$ cat src/include/tcm_params.svh
// ------------------------------------------------
// TCM size and width macros, shared by RTL and testbench
// TCM_SIZE must be a power of two, at least 8 bytes
// TCM_DWIDTH stays 32, the byte lane logic assumes 4 lanes
// ------------------------------------------------
`ifndef TCM_PARAMS_SVH
`define TCM_PARAMS_SVH

// Core byte address width
`define TCM_AWIDTH 32

// Data word width
`define TCM_DWIDTH 32

// Memory size in bytes
`define TCM_SIZE 4096

// Word address width
`define TCM_WADDR_W ($clog2(`TCM_SIZE) - 2)

`endif

$ cat src/source/mem_if_pkg.sv
// ------------------------------------------------
// Core memory interface types
// Encodings follow the core's request/response rule
// ------------------------------------------------
`default_nettype none

`include "tcm_params.svh"

package mem_if_pkg;

    // --------------------------------------------------
    // Request command
    typedef enum logic {
        MEM_CMD_RD = 1'b0,
        MEM_CMD_WR = 1'b1
    } mem_cmd_e;

    // Data access width, 2'b11 unused
    typedef enum logic [1:0] {
        MEM_WIDTH_BYTE  = 2'b00,
        MEM_WIDTH_HWORD = 2'b01,
        MEM_WIDTH_WORD  = 2'b10
    } mem_width_e;

    // Response code, one cycle after the request
    typedef enum logic {
        MEM_RESP_NOTRDY = 1'b0,
        MEM_RESP_RDY_OK = 1'b1
    } mem_resp_e;

    // --------------------------------------------------
    // Data port request, valid while dmem_req is high
    typedef struct packed {
        mem_cmd_e                 cmd;
        mem_width_e               width;
        logic [`TCM_AWIDTH-1:0]   addr;
        logic [`TCM_DWIDTH-1:0]   wdata;
    } dmem_req_t;

endpackage : mem_if_pkg

`default_nettype wire

$ cat src/source/tcm_pkg.sv
// ------------------------------------------------
// RAM side types of the TCM
// ------------------------------------------------
`default_nettype none

`include "tcm_params.svh"

package tcm_pkg;

    // --------------------------------------------------
    // One RAM word
    typedef logic [`TCM_DWIDTH-1:0] tcm_word_t;

    // Formatted port B write
    // Data already replicated into the enabled lanes
    typedef struct packed {
        // Write strobe, request and write command
        logic                      wen;
        // One bit per byte lane
        logic [3:0]                byteen;
        // Word address, upper address bits dropped
        logic [`TCM_WADDR_W-1:0]   waddr;
        tcm_word_t                 data;
    } tcm_wr_t;

endpackage : tcm_pkg

`default_nettype wire

$ cat src/source/tcm_wr_format.sv
// ------------------------------------------------
// Data port write formatting, purely combinational
// Sub-word alignment checks are left to the core
// ------------------------------------------------
`default_nettype none

`include "tcm_params.svh"

module tcm_wr_format (
    input  logic                   dmem_req,
    input  mem_if_pkg::dmem_req_t  dmem,
    output tcm_pkg::tcm_wr_t       wr
);

    import mem_if_pkg::*;
    import tcm_pkg::*;

    // Byte lanes per word
    localparam int LANES = `TCM_DWIDTH / 8;

    // --------------------------------------------------
    // Lane data and enables
    tcm_word_t   wdata_rep;
    logic [3:0]  byteen;

    always_comb begin
        // Word access by default
        wdata_rep = dmem.wdata;
        byteen    = 4'b1111;
        case (dmem.width)
            MEM_WIDTH_BYTE: begin
                // Low byte into every lane
                wdata_rep = {LANES{dmem.wdata[7:0]}};
                byteen    = 4'b0001 << dmem.addr[1:0];
            end
            MEM_WIDTH_HWORD: begin
                // Low halfword twice, bit 0 of address ignored
                wdata_rep = {(LANES / 2){dmem.wdata[15:0]}};
                byteen    = 4'b0011 << {dmem.addr[1], 1'b0};
            end
            default: begin
                // Word, bits 1:0 ignored
            end
        endcase
    end

    // --------------------------------------------------
    // Write record for RAM port B
    always_comb begin
        wr.wen    = dmem_req & (dmem.cmd == MEM_CMD_WR);
        wr.byteen = byteen;
        // Address wraps at the memory size
        wr.waddr  = dmem.addr[`TCM_WADDR_W+1:2];
        wr.data   = wdata_rep;
    end

endmodule : tcm_wr_format

`default_nettype wire

$ cat config.mk
export PLATFORM = sky130hd
export DESIGN_NAME = tcm_wr_format
export DESIGN_NICKNAME = d
export VERILOG_FILES = /design/src/source/mem_if_pkg.sv /design/src/source/tcm_pkg.sv /design/src/source/tcm_wr_format.sv
export VERILOG_INCLUDE_DIRS = /design/src /design/src/include
export SDC_FILE = /design/constraint.sdc
export NUM_CORES = 1
export LEC_CHECK = 0
export BUFFER_PORTS_ARGS = -buffer_cell sky130_fd_sc_hd__buf_4
export CAP_MARGIN = 20
export CORE_MARGIN = 1.5
export CORE_UTILIZATION = 27
export DETAILED_ROUTE_END_ITERATION = 8
export PLACE_DENSITY = 0.81
export SETUP_SLACK_MARGIN = 0.5
export SYNTH_ARGS = -nofsm -noshare
export SYNTH_HDL_FRONTEND = slang
export SYNTH_SLANG_ARGS = --single-unit
$ cat constraint.sdc
create_clock -name vclk -period 0.8
set_input_delay 0.04 -clock vclk [all_inputs]
set_output_delay 0.04 -clock vclk [all_outputs]
set_load 0.1 [all_outputs]
After elaboration in Yosys (flattened, before gate mapping):

Cells that the tools add are included.
Widths: inputs -> output; s select.

* input bits: 68
* output and inout port bits: 47
* word-level logic and storage cells: 7
* register bits after elaboration: 0

* reduce and logical (&&, ||, !) cells: 1
* shift operators: 2
* bitwise operators: 1
* mux-type cells: 2
* equal/unequal tests: 1

Operators with widths (count)
* $pmux 32 s2: 1
* $pmux 4 s2: 1
* $shl 1x2->4 const A: 1
* $shl 2x2->4 const A: 1
* $eq 2x1->1 const B: 1
* $logic_not 2->1: 1
* $and 1x1->1: 1

Logic depth before layout (Yosys ltp):

* depth in word-level cells: 2
* gate-level depth with buffers: 4
* mapped depth without buffers: 2

Worst setup path after synthesis:

No wires, ideal clock.

* kind: input port to output port
* from: input dmem[64] (netlist name)
* to: output wr[43] (netlist name)
* slack: -0.881 ns
* data arrival time: 1.641 ns
* required time: 0.760 ns
* stages: 3
* buffers on the path: 1
* path through: buf_6 -> nor2_1 -> o21bai_1

RTL lines
* from (decl): line tcm_wr_format.sv:11 `input mem_if_pkg::dmem_req_t dmem,`
* to (decl): line tcm_wr_format.sv:12 `output tcm_pkg::tcm_wr_t wr`

==> impl_metrics.yaml <==
detailed_routing:
  postRouteAntennaNets: 0
  avgViaCountPerCell: 5.05
  drc: 0
  drt_pre_antenna_iters: 4
  vias: 823
  drt_iter0_drc: 13
  wirelength_mm: 3.88
  wl_per_cell_um: 23.8
pwr:
  power_density_mw_per_mm2: 1210
  vdd_drop_max_uv: 924
  p_leak_nw: 0.922
sta:
  final.setup.tns_ns: -2.64
  fmax_mhz: 1020
  whs_ns: 0.0800
  rsz0062_at_grt: "yes"
  fin_crit_ns: 0.977
  slew_viol_final: 0
  fin_crit_sh_pct: 122
  timing.final.ws_setup_ns: -0.177
  worst-slew-pin-transition_ns: 0.262
  slew_headroom_pct: 82.2
  hold_viol_final: 0
  setup_violations: 28
floorplan:
  die_x_um: 50.7
  initial_core_util_pct: 28.3
  die_y_um: 50.7
  dieArea_mm2: 0.00257
  io_pins: 115
  rows: 17
  core_area_mm2: 0.00217
placement:
  gp_congestion: 0.572
  pre_cts_ws_ns: -0.214
  place_inst: 160
  dp_hpwl_mm: 1.71
  io_buffer_count: 75
worst_setup_path:
  cp_slowest_cell: "mux2_4"
  start_kind: "input port"
  critPathMaxStageDelay_ns: 0.33
  path_class: "in2out"
  path_delay_family: "buffers and inverters"
  crit_chain: "buf_12 -> nor2_4 -> buf_6 -> mux2_4 -> buf_12"
  worst-path-buf-inv: 3
  crit_fanout: 7
  arrival_ns: 0.94
  cpMostUsedCell: "buf_12"
  end_kind: "output port"
  crit_required_ns: 0.76
cells_and_area:
  layout.cells.non_filler: 163
  syn2layout_area_growth_pct: 227
  layout_commonest_cell: "buf_12"
  seq_area_um2: 0
  diodes: 0
  mostFrequentLayoutCells: "buf_12, buf_4, mux2_4"
  seq_cells: 0
  n_fill_cell: 75
  nClkBuffers: 0
  drive_gt1_share_pct: 93.3
  nets: 205
  multi_input_area_um2: 658
yosys:
  synth.distinct_cells: 14
  yosysSeqAreaShare_pct: 0
  ys_warn_count: 0
  avgSynthCellArea_um2: 8.64
  syn_area_um2: 613
  synthesis.nets: 139
  syn_inst: 71
clock_network:
  ctsHoldBuffers: 0
outcome:
  violations: "negative setup slack"
  status: "finished with violations"
hold_path:
  hold_path.class: "in2out"
run:
  max_cap_viol_count: 0
global_routing:
  grt_pass1_vias: 912
  overflow: 0
  grt_pass1_wl_mm: 5.33
  grt_use_total_pct: 28.0
  antenna_found_initial: 0
  grt_max_degree: 8
[layout make-up]
class,instances,share of cell area [%]
timing repair buffer,86,65.2
multi-input combinational,48,32.9
tap,28,1.75
inverter,1,0.187
[worst paths after layout]
check | from | endpoint | slack (ns) | cells after the start
worst max-delay path | dmem[65] | wr[9] | -0.18 | 5
worst min-delay path | dmem[37] | wr[35] | 0.08 | 0
[kinds of logic (layout without fill, tap and decap cells)]
| family | Yosys count | in the layout | share of synthesized area, % |
|---|---|---|---|
| buffers and inverters | 23 | 87 | 30.6 |
| AND/OR/NAND/NOR | 12 | 12 | 10.6 |
| AO/OA/AOI/OAI | 12 | 12 | 16.3 |
| multiplexers | 24 | 24 | 42.4 |
[metrics by stage]
step | utilization (%) | power, mW | instance area (µm²)
2_1_floorplan | - | 1.65 | 841
3_3_place_gp | 56.5 | 1.72 | 1220
3_5_place_dp | 56.5 | 1.74 | 1220
4_1_cts | 88.6 | 2.30 | 1920
5_1_grt | 92.3 | 2.48 | 2000
6_report | 92.3 | 2.43 | 2000
[report_power, final]
part	switching [mW]	internal (mW)
clock	0	0
combinational	1.44	0.994
sequential	0	0
[timing repair]
action / 4_1_cts / 5_1_grt
resized for setup: 154 / 14
pin swaps: 2 / 1
cloned: 2 / 0
endpoints found under the setup margin: 37 / 37
endpoints found under the hold margin: 0 / 0
setup buffers: 1 / 0
[cell usage after synthesis]
library cell,n,area share (%)
o21ai_2,8,11
nor2_4,1,1.8
mux2i_1,8,13
nand2b_4,1,2.2
buf_8,1,2.4
and2_1,1,1.0
inv_1,1,0.61
a21o_1,2,2.4
o21bai_1,2,2.4
nor2_1,1,0.61
buf_6,3,5.5
buf_4,18,22
mux2_2,16,29
nand2_1,8,4.9
[per-layer routing]
| metal | up-vias | part of all wire, % | GRT usage, % |
|---|---|---|---|
| li1 | 361 | - | - |
| met1 | 390 | 35 | 32.5 |
| met2 | 62 | 54 | 54.6 |
| met3 | 10 | 8.8 | 3.57 |
| met4 | 0 | 2.9 | 4.05 |
| met5 | - | 0 | 0 |
Note: power is estimated with default switching activity, not from simulation.
