--- src/include/tcm_params.svh ---
// ------------------------------------------------
// TCM size and width macros, shared by RTL and testbench
// TCM_SIZE must be a power of two, at least 8 bytes
// TCM_DWIDTH stays 32, the byte lane logic assumes 4 lanes
// ------------------------------------------------
`ifndef TCM_PARAMS_SVH
`define TCM_PARAMS_SVH

// Core byte address width
`define TCM_AWIDTH 32

// Data word width
`define TCM_DWIDTH 32

// Memory size in bytes
`define TCM_SIZE 4096

// Word address width
`define TCM_WADDR_W ($clog2(`TCM_SIZE) - 2)

`endif

--- src/source/mem_if_pkg.sv ---
// ------------------------------------------------
// Core memory interface types
// Encodings follow the core's request/response rule
// ------------------------------------------------
`default_nettype none

`include "tcm_params.svh"

package mem_if_pkg;

    // --------------------------------------------------
    // Request command
    typedef enum logic {
        MEM_CMD_RD = 1'b0,
        MEM_CMD_WR = 1'b1
    } mem_cmd_e;

    // Data access width, 2'b11 unused
    typedef enum logic [1:0] {
        MEM_WIDTH_BYTE  = 2'b00,
        MEM_WIDTH_HWORD = 2'b01,
        MEM_WIDTH_WORD  = 2'b10
    } mem_width_e;

    // Response code, one cycle after the request
    typedef enum logic {
        MEM_RESP_NOTRDY = 1'b0,
        MEM_RESP_RDY_OK = 1'b1
    } mem_resp_e;

    // --------------------------------------------------
    // Data port request, valid while dmem_req is high
    typedef struct packed {
        mem_cmd_e                 cmd;
        mem_width_e               width;
        logic [`TCM_AWIDTH-1:0]   addr;
        logic [`TCM_DWIDTH-1:0]   wdata;
    } dmem_req_t;

endpackage : mem_if_pkg

`default_nettype wire

--- src/source/tcm_pkg.sv ---
// ------------------------------------------------
// RAM side types of the TCM
// ------------------------------------------------
`default_nettype none

`include "tcm_params.svh"

package tcm_pkg;

    // --------------------------------------------------
    // One RAM word
    typedef logic [`TCM_DWIDTH-1:0] tcm_word_t;

    // Formatted port B write
    // Data already replicated into the enabled lanes
    typedef struct packed {
        // Write strobe, request and write command
        logic                      wen;
        // One bit per byte lane
        logic [3:0]                byteen;
        // Word address, upper address bits dropped
        logic [`TCM_WADDR_W-1:0]   waddr;
        tcm_word_t                 data;
    } tcm_wr_t;

endpackage : tcm_pkg

`default_nettype wire

--- src/source/tcm_resp_unit.sv ---
// ------------------------------------------------
// Response codes and read data alignment
// Sub-word data comes back zero filled, not extended
// ------------------------------------------------
`default_nettype none

module tcm_resp_unit (
    input  logic                    clk,
    input  logic                    rst_n,
    // Request strobes of both ports
    input  logic                    imem_req,
    input  logic                    dmem_req,
    // Byte offset of the data request
    input  logic [1:0]              dmem_offset,
    // Registered RAM words
    input  tcm_pkg::tcm_word_t      ram_rdata_a,
    input  tcm_pkg::tcm_word_t      ram_rdata_b,
    // Core side
    output tcm_pkg::tcm_word_t      imem_rdata,
    output mem_if_pkg::mem_resp_e   imem_resp,
    output tcm_pkg::tcm_word_t      dmem_rdata,
    output mem_if_pkg::mem_resp_e   dmem_resp
);

    import mem_if_pkg::*;

    // --------------------------------------------------
    // Offset of the data access now being answered
    logic [1:0] offset_q;

    // --------------------------------------------------
    // Response codes
    // Every request is accepted, so the code just follows req
    always_ff @(posedge clk or negedge rst_n) begin
        if (!rst_n) begin
            imem_resp <= MEM_RESP_NOTRDY;
            dmem_resp <= MEM_RESP_NOTRDY;
        end else begin
            imem_resp <= imem_req ? MEM_RESP_RDY_OK : MEM_RESP_NOTRDY;
            dmem_resp <= dmem_req ? MEM_RESP_RDY_OK : MEM_RESP_NOTRDY;
        end
    end

    // Offset capture, same cycle as the RAM read
    // Held through idle cycles, data is undefined there anyway
    always_ff @(posedge clk) begin
        if (dmem_req) begin
            offset_q <= dmem_offset;
        end
    end

    // --------------------------------------------------
    // Read data
    // Instruction fetch is always a whole word
    assign imem_rdata = ram_rdata_a;

    // Addressed byte moved down to bit 0, zeros above
    assign dmem_rdata = ram_rdata_b >> {offset_q, 3'b000};

endmodule : tcm_resp_unit

`default_nettype wire

--- config.mk ---
export PLATFORM = sky130hd
export DESIGN_NAME = tcm_resp_unit
export DESIGN_NICKNAME = d
export VERILOG_FILES = /design/src/source/mem_if_pkg.sv /design/src/source/tcm_pkg.sv /design/src/source/tcm_resp_unit.sv
export VERILOG_INCLUDE_DIRS = /design/src /design/src/include
export SDC_FILE = /design/constraint.sdc
export NUM_CORES = 1
export LEC_CHECK = 0
export ABC_AREA = 1
export BUFFER_PORTS_ARGS = -buffer_cell sky130_fd_sc_hd__buf_2
export CAP_MARGIN = 20
export CORE_AREA = 2 2 51 76
export CTS_CLUSTER_SIZE = 30
export DETAILED_ROUTE_END_ITERATION = 12
export DIE_AREA = 0 0 53 78
export PLACE_DENSITY_LB_ADDON = 0.08
export SYNTH_ARGS = -nofsm -noshare
export SYNTH_HDL_FRONTEND = slang
export SYNTH_SLANG_ARGS = --single-unit
--- constraint.sdc ---
create_clock -name clk -period 1.2 [get_ports clk]
set_input_delay 0.06 -clock clk [delete_from_list [all_inputs] [get_ports clk]]
set_output_delay 0.06 -clock clk [all_outputs]
set_load 0.02 [all_outputs]
# Word-level counts from Yosys, hierarchy flattened
# Index checks and enable logic that the tools add are counted.
dict set report totals {
  reg_bits 4
  in_bits 70
  output_inout_bits 66
  word_cells 6
}
dict set report classes {
  shifts 1
  mux 2
}
# cell n
set ops {}
lappend ops {{32-bit by 5-bit >> shifter with 32-bit output} 1}
lappend ops {{1-bit two-way mux} 2}

# Logic depth before layout (Yosys ltp)
dict set report logic_depth {
  ltp_word 1
  mapped_depth 6
  depth_no_buf 4
}

# Least setup slack after synthesis
# No wires, ideal clock.
dict set report synth_path {
  path_type {flip-flop to output port}
  from {register offset_q[1]}
  to {output dmem_rdata[26]}
  t_arrival_ps 1163
  required_time_ps 1140
  slack_ps -23
  stages_incl_launch_ff 4
  n_path_buf 2
  cell_sequence {edfxtp_1 buf_6 buf_2 nor3_1}
}
dict set report synth_via {
  elab_chain_cells 1
}
# element line_no
set synth_rtl {}
lappend synth_rtl {{from (decl)} tcm_resp_unit.sv:29} ;# logic [1:0] offset_q;
lappend synth_rtl {{from (signal assigned)} tcm_resp_unit.sv:48} ;# offset_q <= dmem_offset;
lappend synth_rtl {{32-bit by 5-bit >> shifter with 32-bit output} tcm_resp_unit.sv:58} ;# assign dmem_rdata = ram_rdata_b >> {offset_q, 3'b000};
lappend synth_rtl {{to (decl)} tcm_resp_unit.sv:21} ;# output tcm_pkg::tcm_word_t dmem_rdata,
# No other way between the ends.

# Worst setup path in the final report
dict set report layout_path {
  from {register offset_q[0]}
  to {output dmem_rdata[14]}
}
# The elaborated chain is that of the path after synthesis.

==> impl_metrics.tcl <==
set metrics [dict create \
    die_x_um 53 \
    fmax_mhz 729 \
    p_total_mw 1.16 \
    dr_total_vias 1257 \
    pwr-share-seq 0.141 \
    yosys_warnings 0 \
    hold_path_startpoint "dmem_req" \
    intPower_uw 668 \
    cts-htree-levels 1 \
    path_clk_slew_ns 0.03 \
    track_usage 0.145 \
    slowest_delay_ns 0.46 \
    row_count 26 \
    synth.distinct_cells 13 \
    syn_area_um2 1100 \
    place_congestion 0.760 \
    first_pass_iters 4 \
    root_buffer "clkbuf_8" \
    hold_class "primary input to register" \
    cp_slowest_cell "edfxtp_1" \
    fin_cells 285 \
    rsz0062_at_grt "yes" \
    cts_setup_buffers 0 \
    antenna_left 0 \
    combPwrFrac 0.604 \
    clockBufferDepth 2 \
    relSlewSlack 0.804 \
    cp_common_cell "nand2_1" \
    overflow 0 \
    wl_um 3100 \
    drv_cap 0 \
    setup_slack_ns -0.171 \
    layout-drive-gt1-share 0.399 \
    min_period_ns 1.37 \
    drv_slew 0 \
    holdPathStages 1 \
    critical_path_class "register to output port" \
    synth_top_area_cell "buf_4" \
    diodes 0 \
    yosys_register_bits 4 \
    cp_num_cells 6 \
    failed_checks "negative setup slack" \
    dp_slack_ns 0.0585 \
    ir_drop_v 0.000839 \
    postPlaceCellArea_um2 1250 \
    ioPinCount 136 \
    cp-start-kind "register" \
    design_area_um2 1410 \
    cpLargestDelayFamily "flip-flops" \
    setup_viol 32 \
    critPathBufInv 3 \
    cts_buffers 3 \
    p_sw_frac 0.424 \
    p_clk_frac 0.255 \
    p_per_area_nw_per_um2 823 \
    die-area_um2 4130 \
    cp_cell_sequence "inv_4, buf_12, nand2_1, nand3_1, nand2_1, buf_2" \
    synthCells 202 \
    grt_start_max_net_pins 33 \
    dp.cells 277 \
    wl_per_cell_um 10.9 \
    design.core.area_um2 3420 \
    hold_viol 0 \
    cts_tree "built" \
    yosys.area.top_type_share 0.231 \
    viasPerCell 4.41 \
    hold_path_end "dmem_resp" \
    leakagePower_nw 0.932 \
    die_y_um 78 \
    grt_pass1_wl_um 4690 \
    yosysSeqAreaShare 0.0997 \
    avgSynthCellArea_um2 5.47 \
    detail_route.iter0.violations 16 \
    syn2layout_area_growth_pct 27.5 \
    cts_sinks 4 \
    arrival_ns 1.31 \
    grt_pass1_vias 1171 \
    endpoint_kind "output port" \
    ys_top_cells_by_area "buf_4 23%, nand2_1 22%, nand3_1 14%, inv_1 11%, buf_6 7.1%" \
    critPathRequiredTime_ns 1.14 \
    drc_errors 0 \
    antenna_found_initial 0 \
    fin_crit_sh 1.14 \
    worstPathMaxFanout 12 \
    nets 314 \
    dp_hpwl_um 2380 \
    worst-slew-pin-transition_ns 0.294 \
    status "complete, but fails checks" \
    p_sw_uw 492 \
    start_util 0.323 \
    synth_fp_nets 272 \
    port-buffer-count 71 \
]
power groups by stage:
stage | Sequential (mW) | Clock (mW) | Combinational (mW)
after floorplan | 0.164 | 0 | 0.592
after global placement | 0.164 | 0 | 0.651
after detailed placement | 0.165 | 0 | 0.647
after CTS | 0.163 | 0.301 | 0.658
after global routing | 0.165 | 0.316 | 0.771
final | 0.163 | 0.295 | 0.701
per-layer routing:
layer	global-route usage	share of wire
met1	0.127	0.35
met2	0.281	0.55
met3	0.0365	0.076
met4	0.0718	0.033
met5	0	0
worst max-delay path by stage:
stage / startpoint / to / slack [ns]
after floorplan: offset_q[1] / dmem_rdata[26] / -0.02
after CTS: offset_q[0] / dmem_rdata[18] / -0.18
after global placement: offset_q[0] / dmem_rdata[7] / 0.05
after detailed placement: offset_q[0] / dmem_rdata[3] / 0.06
final: offset_q[0] / dmem_rdata[14] / -0.17
after global routing: offset_q[0] / dmem_rdata[3] / -0.28
kinds of logic after synthesis:
logic type / after synthesis / synth area share
buffers and inverters: 78 / 0.434
and+or+nand+nor: 120 / 0.467
DFF: 4 / 0.0997
cells in the final DEF (no fill, tap or decap), drive strengths merged:
cell type,Yosys,final
buf,44,78
clkbuf,0,5
dfrtp,2,2
dlygate4sd3,0,2
edfxtp,2,2
inv,34,34
nand2,72,72
nand3,32,32
nor2,8,8
nor3,8,8
Yosys cell counts:
library cell	count
inv_4	1
buf_2	3
nand2_1	66
nand2_2	6
inv_1	32
inv_2	1
buf_6	7
nand3_1	32
nor2_1	8
edfxtp_1	2
dfrtp_1	2
nor3_1	8
buf_4	34
through the flow:
| step | hold slack (ns) | TNS [ns] | util |
|---|---|---|---|
| finish | 0.0105 | -4.09 | 0.412 |
| global route | 0.00873 | -7.20 | 0.412 |
| CTS | 0.00900 | -4.51 | 0.385 |
| detailed placement | -0.153 | 0 | 0.365 |
| global placement | -0.153 | 0 | 0.365 |
| floorplan | -0.236 | -0.182 | - |
flip-flops by register name, indices dropped and copies added (netlist names):
register and flops:
dmem_resp 1, imem_resp 1, offset_q 2
area by class of cell:
cell class	instances	area (µm²)
fill	404	2010
multi-input combinational	120	548
timing repair buffer	81	523
inverter	34	130
sequential	4	110
tap	42	52.6
clock buffer	4	45.0
timing repair:
action                                 in CTS  in global routing
gates resized for setup                     2                 17
hold buffers                                2                  0
gates cloned                                0                  2
pin swaps                                   0                  2
setup endpoints to repair                  32                 32
endpoints found under the hold margin       3                  0
No activity file was read; power rests on OpenSTA's default activity.
